--- src/verilog/arb_pkg.sv ---
/*
 * arb_pkg: arbitration mode and APB register offset enums,
 * APB bus width constants
 */
`default_nettype none

package arb_pkg;

  localparam int APB_ADDR_WIDTH = 8;
  localparam int APB_DATA_WIDTH = 32;

  // fixed ranks by priority only, round robin adds the rotating tie-break
  typedef enum logic {
    ARB_FIXED       = 1'b0,
    ARB_ROUND_ROBIN = 1'b1
  } arb_type_e;

  // byte offsets of the configuration registers
  typedef enum logic [7:0] {
    REG_CTRL     = 8'h00,  // [0] mode, [1] enable, [2] write 1 to reload credits
    REG_PRIORITY = 8'h04,  // 2 bits per requester, requester 0 at the bottom
    REG_WEIGHT   = 8'h08,  // 3 bits per requester, requester 0 at the bottom
    REG_STATUS   = 8'h0c   // read only, last granted index
  } arb_reg_e;

endpackage

`default_nettype wire

--- src/verilog/arb_max_finder.sv ---
/*
 * arb_max_finder: log-depth pairwise comparison tree returning the
 * one-hot location and index of the largest key, lowest index on ties
 */
`default_nettype none

module arb_max_finder #(
  parameter int ENTRIES   = 4,
  parameter int KEY_WIDTH = 5
)(
  input  var logic [ENTRIES*KEY_WIDTH-1:0] i_keys,
  output logic [ENTRIES-1:0]               o_location,
  output logic [$clog2(ENTRIES)-1:0]       o_index
);
  localparam int IDX_W = $clog2(ENTRIES);
  localparam int NODES = 1 << IDX_W;  // leaves padded up to a power of two

  // heap layout, node n has children 2n and 2n+1, leaves start at NODES
  logic [KEY_WIDTH-1:0] node_key [1:2*NODES-1];
  logic [IDX_W-1:0]     node_idx [1:2*NODES-1];

  for (genvar l = 0; l < NODES; l++) begin : g_leaf
    if (l < ENTRIES) begin : g_real
      assign node_key[NODES+l] = i_keys[l*KEY_WIDTH +: KEY_WIDTH];
    end else begin : g_pad
      assign node_key[NODES+l] = '0;  // zero key never beats a lower real entry
    end
    assign node_idx[NODES+l] = IDX_W'(l);
  end

  for (genvar n = 1; n < NODES; n++) begin : g_node
    logic take_right;

    // strict compare keeps the left child, which always holds the lower indices
    assign take_right  = node_key[2*n+1] > node_key[2*n];
    assign node_key[n] = take_right ? node_key[2*n+1] : node_key[2*n];
    assign node_idx[n] = take_right ? node_idx[2*n+1] : node_idx[2*n];
  end

  assign o_index = node_idx[1];

  for (genvar i = 0; i < ENTRIES; i++) begin : g_loc
    assign o_location[i] = (o_index == IDX_W'(i));
  end

endmodule

`default_nettype wire

--- src/verilog/arb_apb_regs.sv ---
/*
 * arb_apb_regs: APB slave holding mode, enable, priorities and reload weights,
 * with a read-only status register and a one-cycle credit reload pulse
 */
`default_nettype none

module arb_apb_regs #(
  parameter int NUM_REQ        = 4,
  parameter int PRIORITY_WIDTH = 2,
  parameter int WEIGHT_WIDTH   = 3
)(
  input  var logic                                    i_clk,
  input  var logic                                    i_rst_n,
  input  var logic                                    i_psel,
  input  var logic                                    i_penable,
  input  var logic                                    i_pwrite,
  input  var logic [arb_pkg::APB_ADDR_WIDTH-1:0]      i_paddr,
  input  var logic [arb_pkg::APB_DATA_WIDTH-1:0]      i_pwdata,
  input  var logic [$clog2(NUM_REQ)-1:0]              i_last_grant,
  output logic [arb_pkg::APB_DATA_WIDTH-1:0]          o_prdata,
  output arb_pkg::arb_type_e                          o_cfg_type,
  output logic                                        o_cfg_enable,
  output logic [NUM_REQ-1:0][PRIORITY_WIDTH-1:0]      o_cfg_priority,
  output logic [NUM_REQ-1:0][WEIGHT_WIDTH-1:0]        o_cfg_weight,
  output logic                                        o_cfg_reload
);
  import arb_pkg::*;

  localparam int IDX_W    = $clog2(NUM_REQ);
  localparam int PRI_BITS = NUM_REQ * PRIORITY_WIDTH;
  localparam int WGT_BITS = NUM_REQ * WEIGHT_WIDTH;

  arb_reg_e reg_addr;
  logic     wr_en;

  assign reg_addr = arb_reg_e'(i_paddr);
  assign wr_en    = i_psel && i_penable && i_pwrite;  // access phase, no wait states

  // reload bit is never stored, it fires in the access cycle of the write
  assign o_cfg_reload = wr_en && (reg_addr == REG_CTRL) && i_pwdata[2];

  always_ff @(posedge i_clk or negedge i_rst_n) begin
    if (!i_rst_n) begin
      o_cfg_type     <= ARB_FIXED;
      o_cfg_enable   <= 1'b0;
      o_cfg_priority <= '0;
      o_cfg_weight   <= {NUM_REQ{WEIGHT_WIDTH'(1)}};
    end else if (wr_en) begin
      case (reg_addr)
        REG_CTRL: begin
          o_cfg_type   <= arb_type_e'(i_pwdata[0]);
          o_cfg_enable <= i_pwdata[1];
        end
        REG_PRIORITY: begin
          o_cfg_priority <= i_pwdata[PRI_BITS-1:0];
        end
        REG_WEIGHT: begin
          o_cfg_weight <= i_pwdata[WGT_BITS-1:0];
        end
        default: begin
        end
      endcase
    end
  end

  always_comb begin
    o_prdata = '0;
    case (reg_addr)
      REG_CTRL: begin
        o_prdata[0] = o_cfg_type;
        o_prdata[1] = o_cfg_enable;  // reload bit always reads back 0
      end
      REG_PRIORITY: begin
        o_prdata[PRI_BITS-1:0] = o_cfg_priority;
      end
      REG_WEIGHT: begin
        o_prdata[WGT_BITS-1:0] = o_cfg_weight;
      end
      REG_STATUS: begin
        o_prdata[IDX_W-1:0] = i_last_grant;
      end
      default: begin
      end
    endcase
  end

endmodule

`default_nettype wire

--- src/verilog/arb_round_robin_arbiter.sv ---
/*
 * arb_round_robin_arbiter: key builder, last-grant pointer, weight credits
 * and zero-credit grant counter around the max finder, one-hot grant out
 */
`default_nettype none

module arb_round_robin_arbiter #(
  parameter int NUM_REQ        = 4,
  parameter int PRIORITY_WIDTH = 2,
  parameter int WEIGHT_WIDTH   = 3
)(
  input  var logic                                i_clk,
  input  var logic                                i_rst_n,
  input  var logic                                i_enable,
  input  var logic                                i_cfg_enable,
  input  var arb_pkg::arb_type_e                  i_cfg_type,
  input  var logic [NUM_REQ-1:0][PRIORITY_WIDTH-1:0] i_cfg_priority,
  input  var logic [NUM_REQ-1:0][WEIGHT_WIDTH-1:0]   i_cfg_weight,
  input  var logic                                i_cfg_reload,
  input  var logic [NUM_REQ-1:0]                  i_request,
  output logic [NUM_REQ-1:0]                      o_grant,
  output logic [$clog2(NUM_REQ)-1:0]              o_grant_index
);
  import arb_pkg::*;

  localparam int IDX_W     = $clog2(NUM_REQ);
  localparam int KEY_WIDTH = 1 + 1 + PRIORITY_WIDTH + 1;
  localparam logic [IDX_W-1:0] LAST_COUNT = IDX_W'(NUM_REQ - 2);

  logic                                  use_rr;
  logic [NUM_REQ-1:0]                    request;
  logic [NUM_REQ*KEY_WIDTH-1:0]          keys;
  logic [NUM_REQ-1:0]                    win_location;
  logic [IDX_W-1:0]                      win_index;
  logic                                  any_grant;
  logic [IDX_W-1:0]                      pointer;
  logic [IDX_W-1:0]                      last_grant;
  logic [NUM_REQ-1:0][WEIGHT_WIDTH-1:0]  credit;
  logic [NUM_REQ-1:0]                    credit_zero;
  logic [NUM_REQ-1:0]                    credit_one;
  logic                                  all_spent;
  logic                                  zero_grant;
  logic [IDX_W-1:0]                      zero_count;
  logic                                  reload;

  assign use_rr  = (i_cfg_type == ARB_ROUND_ROBIN);
  assign request = i_request & {NUM_REQ{i_enable && i_cfg_enable}};  // slot free and enabled

  // key from msb to lsb: request, credit left, priority, above pointer
  always_comb begin
    for (int i = 0; i < NUM_REQ; i++) begin
      keys[i*KEY_WIDTH +: KEY_WIDTH] = {request[i],
                                        credit[i] != '0,
                                        i_cfg_priority[i],
                                        use_rr && (IDX_W'(i) > pointer)};
    end
  end

  arb_max_finder #(
    .ENTRIES   (NUM_REQ),
    .KEY_WIDTH (KEY_WIDTH)
  ) u_max_finder (
    .i_keys     (keys),
    .o_location (win_location),
    .o_index    (win_index)
  );

  assign any_grant     = (request != '0);
  assign o_grant       = any_grant ? win_location : '0;
  assign o_grant_index = any_grant ? win_index : last_grant;  // idle cycles show the last winner

  always_comb begin
    for (int i = 0; i < NUM_REQ; i++) begin
      credit_zero[i] = (credit[i] == '0);
      credit_one[i]  = (credit[i] == WEIGHT_WIDTH'(1));
    end
  end

  assign all_spent  = any_grant && ((credit_zero | (o_grant & credit_one)) == '1);
  assign zero_grant = (o_grant & credit_zero) != '0;
  assign reload     = i_cfg_reload || !use_rr || all_spent
                   || (zero_grant && (zero_count == LAST_COUNT));

  always_ff @(posedge i_clk or negedge i_rst_n) begin
    if (!i_rst_n) begin
      pointer <= '0;
    end else if (i_cfg_reload || !use_rr) begin
      pointer <= '0;
    end else if (any_grant) begin
      pointer <= win_index;
    end
  end

  always_ff @(posedge i_clk or negedge i_rst_n) begin
    if (!i_rst_n) begin
      last_grant <= '0;
    end else if (any_grant) begin
      last_grant <= win_index;
    end
  end

  // counts consecutive grants to requesters already out of credit
  always_ff @(posedge i_clk or negedge i_rst_n) begin
    if (!i_rst_n) begin
      zero_count <= '0;
    end else if (reload) begin
      zero_count <= '0;
    end else if (any_grant) begin
      zero_count <= zero_grant ? zero_count + IDX_W'(1) : '0;
    end
  end

  always_ff @(posedge i_clk or negedge i_rst_n) begin
    if (!i_rst_n) begin
      credit <= {NUM_REQ{WEIGHT_WIDTH'(1)}};
    end else if (reload) begin
      credit <= i_cfg_weight;
    end else begin
      for (int i = 0; i < NUM_REQ; i++) begin
        if (o_grant[i] && !credit_zero[i]) begin
          credit[i] <= credit[i] - WEIGHT_WIDTH'(1);
        end
      end
    end
  end

endmodule

`default_nettype wire

--- src/verilog/arb_grant_mux.sv ---
/*
 * arb_grant_mux: returns ready to the granted requester and loads its
 * word into the output register drained by the valid/ready pair
 */
`default_nettype none

module arb_grant_mux #(
  parameter int NUM_REQ    = 4,
  parameter int DATA_WIDTH = 16
)(
  input  var logic                                i_clk,
  input  var logic                                i_rst_n,
  input  var logic [NUM_REQ-1:0]                  i_grant,
  input  var logic [$clog2(NUM_REQ)-1:0]          i_grant_index,
  input  var logic [NUM_REQ-1:0][DATA_WIDTH-1:0]  i_req_data,
  input  var logic                                i_out_ready,
  output logic                                    o_slot_free,
  output logic [NUM_REQ-1:0]                      o_req_ready,
  output logic                                    o_out_valid,
  output logic [DATA_WIDTH-1:0]                   o_out_data
);
  logic accept;

  // empty, or the held word leaves at this edge
  assign o_slot_free = !o_out_valid || i_out_ready;

  // the arbiter only grants valid requesters while the slot is free
  assign o_req_ready = i_grant;
  assign accept      = (i_grant != '0);

  always_ff @(posedge i_clk or negedge i_rst_n) begin
    if (!i_rst_n) begin
      o_out_valid <= 1'b0;
    end else if (accept) begin
      o_out_valid <= 1'b1;
    end else if (i_out_ready) begin
      o_out_valid <= 1'b0;
    end
  end

  always_ff @(posedge i_clk) begin
    if (accept) begin
      o_out_data <= i_req_data[i_grant_index];
    end
  end

endmodule

`default_nettype wire

--- src/verilog/arb_top.sv ---
/*
 * arb_top: APB register block, round-robin arbiter and output stage
 */
`default_nettype none

module arb_top #(
  parameter int NUM_REQ        = 4,
  parameter int DATA_WIDTH     = 16,
  parameter int PRIORITY_WIDTH = 2,
  parameter int WEIGHT_WIDTH   = 3
)(
  input  var logic                                i_clk,
  input  var logic                                i_rst_n,
  input  var logic                                i_psel,
  input  var logic                                i_penable,
  input  var logic                                i_pwrite,
  input  var logic [arb_pkg::APB_ADDR_WIDTH-1:0]  i_paddr,
  input  var logic [arb_pkg::APB_DATA_WIDTH-1:0]  i_pwdata,
  output logic [arb_pkg::APB_DATA_WIDTH-1:0]      o_prdata,
  input  var logic [NUM_REQ-1:0]                  i_req_valid,
  input  var logic [NUM_REQ-1:0][DATA_WIDTH-1:0]  i_req_data,
  output logic [NUM_REQ-1:0]                      o_req_ready,
  input  var logic                                i_out_ready,
  output logic                                    o_out_valid,
  output logic [DATA_WIDTH-1:0]                   o_out_data
);
  import arb_pkg::*;

  arb_type_e                             cfg_type;
  logic                                  cfg_enable;
  logic [NUM_REQ-1:0][PRIORITY_WIDTH-1:0] cfg_priority;
  logic [NUM_REQ-1:0][WEIGHT_WIDTH-1:0]  cfg_weight;
  logic                                  cfg_reload;
  logic [NUM_REQ-1:0]                    grant;
  logic [$clog2(NUM_REQ)-1:0]            grant_index;
  logic                                  slot_free;

  arb_apb_regs #(
    .NUM_REQ        (NUM_REQ),
    .PRIORITY_WIDTH (PRIORITY_WIDTH),
    .WEIGHT_WIDTH   (WEIGHT_WIDTH)
  ) u_regs (
    .i_clk          (i_clk),
    .i_rst_n        (i_rst_n),
    .i_psel         (i_psel),
    .i_penable      (i_penable),
    .i_pwrite       (i_pwrite),
    .i_paddr        (i_paddr),
    .i_pwdata       (i_pwdata),
    .i_last_grant   (grant_index),
    .o_prdata       (o_prdata),
    .o_cfg_type     (cfg_type),
    .o_cfg_enable   (cfg_enable),
    .o_cfg_priority (cfg_priority),
    .o_cfg_weight   (cfg_weight),
    .o_cfg_reload   (cfg_reload)
  );

  arb_round_robin_arbiter #(
    .NUM_REQ        (NUM_REQ),
    .PRIORITY_WIDTH (PRIORITY_WIDTH),
    .WEIGHT_WIDTH   (WEIGHT_WIDTH)
  ) u_arbiter (
    .i_clk          (i_clk),
    .i_rst_n        (i_rst_n),
    .i_enable       (slot_free),
    .i_cfg_enable   (cfg_enable),
    .i_cfg_type     (cfg_type),
    .i_cfg_priority (cfg_priority),
    .i_cfg_weight   (cfg_weight),
    .i_cfg_reload   (cfg_reload),
    .i_request      (i_req_valid),
    .o_grant        (grant),
    .o_grant_index  (grant_index)
  );

  arb_grant_mux #(
    .NUM_REQ    (NUM_REQ),
    .DATA_WIDTH (DATA_WIDTH)
  ) u_grant_mux (
    .i_clk         (i_clk),
    .i_rst_n       (i_rst_n),
    .i_grant       (grant),
    .i_grant_index (grant_index),
    .i_req_data    (i_req_data),
    .i_out_ready   (i_out_ready),
    .o_slot_free   (slot_free),
    .o_req_ready   (o_req_ready),
    .o_out_valid   (o_out_valid),
    .o_out_data    (o_out_data)
  );

endmodule

`default_nettype wire

--- config.mk ---
export PLATFORM = sky130hd
export DESIGN_NAME = arb_top
export DESIGN_NICKNAME = d
export VERILOG_FILES = /design/src/verilog/arb_pkg.sv /design/src/verilog/arb_max_finder.sv /design/src/verilog/arb_apb_regs.sv /design/src/verilog/arb_round_robin_arbiter.sv /design/src/verilog/arb_grant_mux.sv /design/src/verilog/arb_top.sv
export SDC_FILE = /design/constraint.sdc
export NUM_CORES = 1
export LEC_CHECK = 0
export ABC_AREA = 1
export BUFFER_PORTS_ARGS = -buffer_cell sky130_fd_sc_hd__buf_4
export CORE_MARGIN = 8
export CORE_UTILIZATION = 57
export CTS_BUF_LIST = sky130_fd_sc_hd__clkbuf_4
export DETAILED_ROUTE_END_ITERATION = 6
export GPL_ROUTABILITY_DRIVEN = 0
export PLACE_DENSITY_LB_ADDON = 0.12
export SLEW_MARGIN = 15
export SYNTH_ARGS = -nofsm -noshare
export SYNTH_HDL_FRONTEND = slang
export SYNTH_HIERARCHICAL = 1
export SYNTH_SLANG_ARGS = --single-unit
--- constraint.sdc ---
create_clock -name i_clk -period 7.1 [get_ports i_clk]
set_clock_uncertainty 0.1 [all_clocks]
set_input_delay 0.71 -clock i_clk [delete_from_list [all_inputs] [get_ports i_clk]]
set_output_delay 0.71 -clock i_clk [all_outputs]
set_load 0.05 [all_outputs]
==> results of run 1 <==
==> worst paths after layout <==
check	slack, ns	from	cells past startpoint	endpoint
min in group i_clk	0.39	u_regs/o_cfg_weight[9]	2	u_regs/o_cfg_weight[9]
max	1.90	u_arbiter/credit[6]	31	o_prdata[0]
max in group asynchronous	6.35	i_rst_n	1	u_arbiter/credit[3]
max reg2reg	2.60	u_arbiter/credit[6]	30	u_arbiter/credit[11]
min	0.17	i_rst_n	1	u_arbiter/pointer[1]
min reg2reg	0.39	u_regs/o_cfg_weight[9]	2	u_regs/o_cfg_weight[9]
==> worst max-delay path, delay by kind of cell (launching register included) <==
kind / cells / cell delay (ns)
simple gates: 16 / 1.42
fa+ha+maj: 3 / 0.77
buf+inv: 11 / 1.07
flops: 1 / 0.56
compound gates: 1 / 0.13
==> layout by cell type, fill, tap and decap left out, types with 5 or more instances in the layout <==
| cell | n |
|---|---|
| nand2_2 | 17 |
| dfstp_2 | 8 |
| nand3_1 | 63 |
| conb_1 | 22 |
| dfrtp_1 | 33 |
| o21ai_2 | 11 |
| inv_2 | 15 |
| clkbuf_4 | 9 |
| inv_1 | 135 |
| buf_4 | 128 |
| a21oi_1 | 9 |
| edfxtp_1 | 16 |
| nand4_1 | 9 |
| nor2_2 | 10 |
| nor2_1 | 31 |
| nor2_4 | 5 |
| xor2_1 | 8 |
| ha_1 | 28 |
| nand2_1 | 259 |
==> metal layers <==
metal | track usage | vias up | routed length (um)
li1 | - | 2382 | -
met1 | 0.254 | 2092 | 5290
met2 | 0.359 | 150 | 6200
met3 | 0.0686 | 22 | 939
met4 | 0.0899 | 0 | 246
met5 | 0 | - | 0
==> where the power goes <==
| part | internal (mW) | switching [mW] | leakage (nW) |
|---|---|---|---|
| Clock | 0.139 | 0.126 | 0.0835 |
| Combinational | 0.108 | 0.207 | 2.64 |
| Sequential | 0.357 | 0.00544 | 0.686 |
| Total | 0.605 | 0.338 | 3.41 |
==> area by class of cell <==
type	instances	area (um2)
Tap cell	108	135
Clock buffer	9	67.6
Antenna cell	1	2.50
Sequential cell	57	1520
Fill cell	738	2650
Multi-Input combinational cell	496	2550
Inverter	153	583
Timing Repair Buffer	128	961
Clock inverter	7	85.1
==> per-stage QoR <==
step | setup WS, ns | hold slack, ns
finish | 1.90 | 0.172
global placement | 2.24 | 0.375
global route | 1.46 | 0.177
detailed placement | 2.18 | 0.378
floorplan | 2.73 | 0.314
CTS | 1.87 | 0.165
==> flip-flops by register name, indices dropped and copies added, names as in the netlist <==
signal                   cells
u_grant_mux/o_out_valid      1
u_regs/o_cfg_enable          1
u_regs/o_cfg_type            1
u_arbiter/zero_count         2
u_regs/o_cfg_weight         12
u_arbiter/credit            12
u_arbiter/last_grant         2
u_regs/o_cfg_priority        8
u_arbiter/pointer            2
u_grant_mux/o_out_data      16
==> cells by family (layout without fill, tap and decap cells) <==
| group | count (synthesis) | count (layout) | share of synthesized area |
|---|---|---|---|
| adder cells (fa/ha/maj) | 28 | 28 | 0.0714 |
| buffers and inverters | 193 | 297 | 0.187 |
| XOR/XNOR | 8 | 8 | 0.0143 |
| AO/OA/AOI/OAI | 27 | 27 | 0.0385 |
| AND/OR/NAND/NOR | 411 | 411 | 0.378 |
| other | 2 | 23 | 0.00153 |
| flip-flops | 57 | 57 | 0.309 |
==> flow_metrics.py, run 1 <==
metrics = {
    "clock_network": {
        "postCtsSetupBuffers": 0,
        "cts.sinks": 57,
        "clockBufferDepth": 2,
        "clk_latency_ns": 0.41,
        "cts_root_buf": "clkbuf_4",
        "cts_tree": "built",
        "cts_resized": 0,
        "path_clk_slew_ns": 0.10,
        "htreeDepth": 3,
        "numCtsBuffers": 9,
        "hold_buffers": 0,
    },
    "cells_and_area": {
        "final_cells": 959,
        "final_util": 0.690,
        "stdcell_area_um2": 5900,
        "syn2layout_area_growth_pct": 20.3,
        "drive_gt1_frac": 0.268,
        "layout.nets": 987,
    },
    "die": {
        "initial_core_util": 0.573,
        "die_x_um": 109,
        "num_rows": 34,
        "die_height_um": 109,
        "core_um2": 8550,
        "dieArea_um2": 11800,
        "io_pins": 167,
    },
    "timing": {
        "post-route-period-util": 0.732,
        "max_freq_ghz": 0.192,
        "rsz0062_at_grt": "false",
        "final.min_clock_period_ns": 5.20,
        "setup-tns-final_ns": 0,
        "hold_viol_final": 0,
        "final_max_slew_viol_count": 0,
        "finalSetupViolations": 0,
        "maxSlewHeadroom": 0.414,
        "worstMarginPinSlew_ns": 0.876,
    },
    "global_routing": {
        "first_global_vias": 4672,
        "grt_pass1_wl_mm": 20.6,
        "antenna_found_initial": 0,
        "globalRouteTotalUtil": 0.217,
        "grt_max_degree": 42,
        "grt_overflow": 0,
    },
    "logic_synthesis": {
        "synth_common_cells": "259 x nand2_1, 135 x inv_1, 63 x nand3_1",
        "synth_edf_count": 16,
        "syn_inst": 726,
        "synth-seq-area-share": 0.309,
        "ys_top_cells_by_area": "nand2_1 20%, dfrtp_1 17%, inv_1 10%",
        "synth_top_cell_area_share": 0.198,
        "netlist_area_um2": 4900,
        "yosys_most_used_dff": "dfrtp_1",
        "syn_area_per_cell_um2": 6.75,
        "ys_seq_elements": 57,
        "ys_warn_count": 6,
        "yosysTopAreaCell": "nand2_1",
        "synth-async-reset-ratio": 0.719,
        "yosysMostFrequentCell": "nand2_1",
        "synth.distinct_cells": 35,
    },
    "setup_path": {
        "critPathSlowestCell": "dfstp_2",
        "criticalPathCategory": "flip-flop to output pin",
        "cp_max_fo": 35,
        "critPathMaxStageDelay_ns": 0.56,
        "start_kind": "flip-flop",
        "cp_common_cell": "nand2_1",
        "crit_required_ns": 6.29,
        "crit_arrival_ns": 4.39,
        "cp-end-kind": "output pin",
    },
    "power_and_ir_drop": {
        "max-vdd-ir-drop_v": 0.0000762,
        "fin_total_pwr_uw": 944,
        "p_leak_nw": 3.41,
        "pwr_density_cell_nw_per_um2": 160,
    },
    "route": {
        "firstDrtPassIters": 5,
        "drt_iter0_drc": 319,
        "wl_mm": 12.7,
        "wl_per_cell_um": 13.2,
        "drc": 0,
        "antenna_left": 0,
        "dr_total_vias": 4646,
        "viasPerCell": 4.84,
    },
    "flow_run": {
        "maxCapViolations": 0,
    },
    "hold_path": {
        "hold_path.class": "primary input to async pin",
    },
    "status": {
        "status": "completed",
    },
    "place": {
        "numPortBuffers": 126,
        "dpl_cell_area_um2": 5750,
        "dp_hpwl_mm": 10.1,
        "dp_cells": 942,
    },
}
Power figures use the tool's default switching activity.
==> inputs of run 2 (changes only) <==
- CORE_UTILIZATION: 57 -> 48
- clock period: 7.1 -> 4.32 ns (I/O delays scaled with it)
==> flow_metrics.py, run 2 (synthesis results as in run 1) <==
metrics = {
    "setup_path": {
        "cp_common_cell": "buf_4",
        "crit_arrival_ns": 4.52,
        "critPathSlowestCell": "dfrtp_1",
        "crit_required_ns": 4.57,
        "critPathMaxStageDelay_ns": 0.40,
        "criticalPathCategory": "flip-flop to flip-flop",
        "start_kind": "flip-flop",
        "cp_max_fo": 12,
        "cp-end-kind": "flip-flop",
    },
    "cells_and_area": {
        "final_cell_mix": "244 x nand2_1, 168 x buf_4, 129 x inv_1",
        "antenna_cells": 0,
        "reg_top3": "u_grant_mux/o_out_data (16), u_arbiter/credit (12), u_regs/o_cfg_weight (12)",
        "syn2layout_area_growth_pct": 31.8,
        "regMostFlops": "u_grant_mux/o_out_data",
        "largest_register_ffs": 16,
        "final_common_cell": "nand2_1",
        "drive_gt1_frac": 0.347,
        "layout.nets": 1034,
    },
    "power_and_ir_drop": {
        "p_leak_nw": 3.65,
        "pwr_density_cell_nw_per_um2": 242,
        "max-vdd-ir-drop_v": 0.000122,
        "fin_total_pwr_mw": 1.56,
    },
    "clock_network": {
        "clockBufferDepth": 2,
        "numCtsBuffers": 9,
        "cts.sinks": 57,
        "path_clk_slew_ns": 0.10,
        "clk_latency_ns": 0.40,
        "cts_tree": "built",
        "htreeDepth": 3,
        "cts_root_buf": "clkbuf_4",
    },
    "die": {
        "io_pins": 167,
        "num_rows": 37,
        "core_um2": 10100,
        "die_x_um": 117,
        "die_height_um": 117,
        "dieArea_um2": 13700,
        "initial_core_util": 0.484,
    },
    "place": {
        "dp_hpwl_mm": 10.1,
        "numPortBuffers": 126,
    },
    "route": {
        "wl_mm": 13.4,
        "wl_met1_mm": 5.62,
        "dr.max_layer_used": "met4",
        "drc": 0,
        "met2_length_mm": 6.65,
        "drt_iter0_drc": 306,
        "firstDrtPassIters": 6,
        "wl_met3_um": 821,
        "dr_total_vias": 4836,
        "wl_per_cell_um": 13.0,
        "antenna_left": 0,
        "viasPerCell": 4.68,
    },
    "timing": {
        "max_freq_ghz": 0.234,
        "whs_ns": 0.137,
        "worstMarginPinSlew_ns": 0.842,
        "hold_viol_final": 0,
        "final.min_clock_period_ns": 4.28,
        "post-route-period-util": 0.990,
        "rsz0062_at_grt": "true",
        "maxSlewHeadroom": 0.437,
        "final_max_slew_viol_count": 0,
        "finalSetupViolations": 0,
    },
    "global_routing": {
        "globalRouteTotalUtil": 0.194,
        "grt_overflow": 0,
        "grt_pass1_wl_mm": 21.0,
        "first_global_vias": 4777,
        "grt_max_degree": 42,
        "antenna_found_initial": 0,
    },
    "hold_path": {
        "hold_path.class": "primary input to flip-flop",
    },
    "status": {
        "status": "completed",
    },
    "flow_run": {
        "maxCapViolations": 0,
    },
}
run 2: cell types whose count changed in the layout (fill, tap and decap cells not counted), moves of 5 or more:
| cell | previous run | this run |
|---|---|---|
| inv_1 | 135 | 129 |
| nand2_2 | 17 | 30 |
| nor2_1 | 31 | 25 |
| buf_4 | 128 | 168 |
| ha_1 | 28 | 22 |
| ha_4 | 0 | 5 |
| nand2_1 | 259 | 244 |
run 2: stage by stage:
stage | util | instance area, um2 | instances | TNS, ns | setup slack [ns]
5_1_grt | 0.637 | 6460 | 1033 | -0.853 | -0.201
3_3_place_gp | 0.575 | 5830 | 975 | 0 | 0.223
4_1_cts | 0.614 | 6230 | 1023 | 0 | 0.00575
3_5_place_dp | 0.575 | 5830 | 975 | 0 | 0.148
2_1_floorplan | - | 4980 | 746 | 0 | 0.318
6_report | 0.637 | 6460 | 1033 | 0 | 0.0435
run 2: what timing repair did:
| item | in CTS | in global routing |
|---|---|---|
| hold endpoints to repair | 33 | 0 |
| endpoints found under the setup margin | 2 | 36 |
| gates cloned | 0 | 1 |
| buffers inserted | 31 | 9 |
| hold buffers | 1 | 0 |
| pin swaps | 16 | 34 |
| resized for setup | 13 | 39 |
run 2: final timing paths:
kind | slack (ns) | from | depth (start not counted) | end
min in group asynchronous | 0.44 | i_rst_n | 2 | u_arbiter/zero_count[1]
max | 0.04 | u_arbiter/credit[1] | 34 | u_arbiter/credit[1]
max reg2reg | 0.04 | u_arbiter/credit[1] | 34 | u_arbiter/credit[1]
min reg2reg | 0.39 | u_regs/o_cfg_weight[9] | 2 | u_regs/o_cfg_weight[9]
max in group asynchronous | 3.27 | i_rst_n | 2 | u_arbiter/credit[6]
min | 0.14 | i_pwdata[11] | 3 | u_regs/o_cfg_weight[11]
run 2: report_power, final:
group	switching [mW]	internal, mW	total [mW]
Combinational	0.390	0.249	0.638
Clock	0.201	0.126	0.327
Sequential	0.00848	0.587	0.596
run 2: cell type report:
class / instances / area, um2
clock buffers: 11 / 82.6
clock inverters: 5 / 25.0
fillers: 925 / 3680
inverters: 153 / 586
multi-input cells: 497 / 2750
flip-flops and latches: 57 / 1520
well taps: 136 / 170
repair buffers: 174 / 1340
run 2: worst max-delay path: cells and delay by family (launching register included):
| kind | cells | cell delay (ns) |
|---|---|---|
| fa+ha+maj | 1 | 0.13 |
| buf+inv | 25 | 2.90 |
| flops | 1 | 0.40 |
| simple gates | 8 | 0.67 |
run 2: routing by layer:
| metal | up-vias | GRT usage |
|---|---|---|
| met5 | - | 0 |
| met4 | 0 | 0.0742 |
| met3 | 25 | 0.0472 |
| met2 | 159 | 0.329 |
| met1 | 2182 | 0.233 |
| li1 | 2470 | - |
==> inputs of run 3 (changes only) <==
- CORE_ASPECT_RATIO: default -> 1.4
==> flow_metrics.py, run 3 (synthesis results as in run 1) <==
metrics = {
    "setup_path": {
        "crit_arrival_ns": 3.69,
        "regToRegEndpoint": "u_grant_mux/o_out_data[11]",
        "rr_startpoint": "u_arbiter/credit[0]",
        "critPathSlowestCell": "dfstp_2",
        "cp-end-kind": "output pin",
        "criticalPathCategory": "flip-flop to output pin",
        "cp_max_fo": 7,
        "cp_num_buf_inv": 8,
        "crit_required_ns": 3.79,
        "regToRegSetupSlack_ns": 0.33,
        "crit_family": "simple AND/OR/NAND/NOR gates",
        "cp_common_cell": "nand2_2",
        "critPathMaxStageDelay_ns": 0.55,
        "start_kind": "flip-flop",
        "ff2ff_path_depth": 30,
    },
    "route": {
        "antenna_left": 0,
        "drc": 0,
        "dr_total_vias": 4709,
        "wl_per_cell_um": 13.0,
        "wl_mm": 13.1,
        "firstDrtPassIters": 5,
        "viasPerCell": 4.67,
        "drt_iter0_drc": 203,
    },
    "cells_and_area": {
        "stdcell_area_um2": 6290,
        "reg_top3": "u_grant_mux/o_out_data (16), u_arbiter/credit (12), u_regs/o_cfg_weight (12)",
        "regMostFlops": "u_grant_mux/o_out_data",
        "final_common_cell": "nand2_1",
        "layout.nets": 1009,
        "drive_gt1_frac": 0.325,
        "syn2layout_area_growth_pct": 28.2,
        "final_util": 0.632,
        "largest_register_ffs": 16,
        "final_cell_mix": "247 x nand2_1, 145 x buf_4, 128 x inv_1",
    },
    "clock_network": {
        "clk_latency_ns": 0.40,
        "htreeDepth": 3,
        "path_clk_slew_ns": 0.10,
        "cts_root_buf": "clkbuf_4",
        "numCtsBuffers": 9,
        "clockBufferDepth": 2,
        "cts.sinks": 57,
        "cts_tree": "built",
    },
    "timing": {
        "setup_ws_ns": 0.100,
        "hold_viol_final": 0,
        "final.min_clock_period_ns": 4.22,
        "worstMarginPinSlew_ns": 0.731,
        "post-route-period-util": 0.977,
        "rsz0062_at_grt": "true",
        "max_freq_ghz": 0.237,
        "maxSlewHeadroom": 0.511,
        "whs_ns": 0.139,
        "final_max_slew_viol_count": 0,
        "finalSetupViolations": 0,
    },
    "hold_path": {
        "hold_path.class": "primary input to flip-flop",
        "min_to": "u_regs/o_cfg_priority[7]",
        "holdPathStages": 3,
        "hold_start": "i_pwdata[7]",
    },
    "global_routing": {
        "grt_pass1_wl_mm": 21.8,
        "grt_overflow": 0,
        "antenna_found_initial": 1,
        "first_global_vias": 4837,
        "grt_max_degree": 42,
        "globalRouteTotalUtil": 0.196,
    },
    "die": {
        "initial_core_util": 0.493,
        "die_height_um": 136,
        "num_rows": 43,
        "core_um2": 9950,
        "io_pins": 167,
        "dieArea_um2": 13800,
        "die_x_um": 101,
    },
    "power_and_ir_drop": {
        "pwr_density_cell_nw_per_um2": 249,
        "max-vdd-ir-drop_v": 0.000122,
        "p_leak_nw": 3.53,
    },
    "place": {
        "dpl_cell_area_um2": 5840,
        "dp_hpwl_mm": 10.5,
        "dp_slack_ns": 0.152,
        "numPortBuffers": 126,
    },
    "status": {
        "status": "completed",
    },
    "flow_run": {
        "maxCapViolations": 0,
    },
}
-- run 3: how the worst max path moves through the flow --
stage | start | endpoint | slack (ns) | cells after the start
3_5_place_dp | u_arbiter/credit[0] | o_prdata[0] | 0.15 | 29
2_1_floorplan | u_grant_mux/o_out_valid | o_prdata[0] | 0.32 | 27
6_report | u_arbiter/credit[0] | o_prdata[0] | 0.10 | 29
5_1_grt | u_grant_mux/o_out_valid | o_prdata[0] | -0.18 | 27
3_3_place_gp | u_arbiter/credit[0] | o_prdata[0] | 0.25 | 28
4_1_cts | u_arbiter/credit[6] | o_prdata[0] | 0.002 | 29
-- run 3: tightest hold or removal path, delay by kind of cell --
kind                   cells  cell delay, ns
buffers and inverters      1            0.09
AND/OR/NAND/NOR            2            0.09
-- run 3: where the power goes --
part,total (mW),internal (mW),switching (mW)
clock,0.378,0.184,0.194
sequential,0.596,0.587,0.00885
combinational,0.589,0.222,0.366
-- run 3: routing by layer --
layer  vias to the layer above  wire (um)  track usage  part of all wire
met1                      2127       5110        0.208              0.39
met5                         -          0            0                 0
li1                       2419          -            -                 -
met3                        14        772       0.0494             0.059
met2                       149       6960        0.359              0.53
met4                         0        260       0.0773             0.020
-- run 3: metrics by stage --
stage | instances | total power, mW | setup TNS [ns]
finish | 1008 | 1.56 | 0
global route | 1008 | 1.67 | -0.386
CTS | 1001 | 1.54 | 0
detailed placement | 975 | 1.13 | 0
global placement | 975 | 1.12 | 0
floorplan | 746 | 1.01 | 0
-- run 3: layout make-up --
| class | instances | area [um2] |
|---|---|---|
| inverter | 153 | 586 |
| sequential | 57 | 1520 |
| clock buffer | 11 | 82.6 |
| tap | 135 | 169 |
| timing repair buffer | 150 | 1160 |
| multi-input combinational | 496 | 2730 |
| antenna | 1 | 2.50 |
| clock inverter | 5 | 47.5 |
| fill | 970 | 3670 |
-- run 3: what timing repair did --
item | CTS | global route
gates resized for setup | 13 | 36
hold buffers | 1 | 0
pin swaps | 16 | 27
setup endpoints to repair | 3 | 25
setup buffers | 9 | 6
hold endpoints to repair | 33 | 0
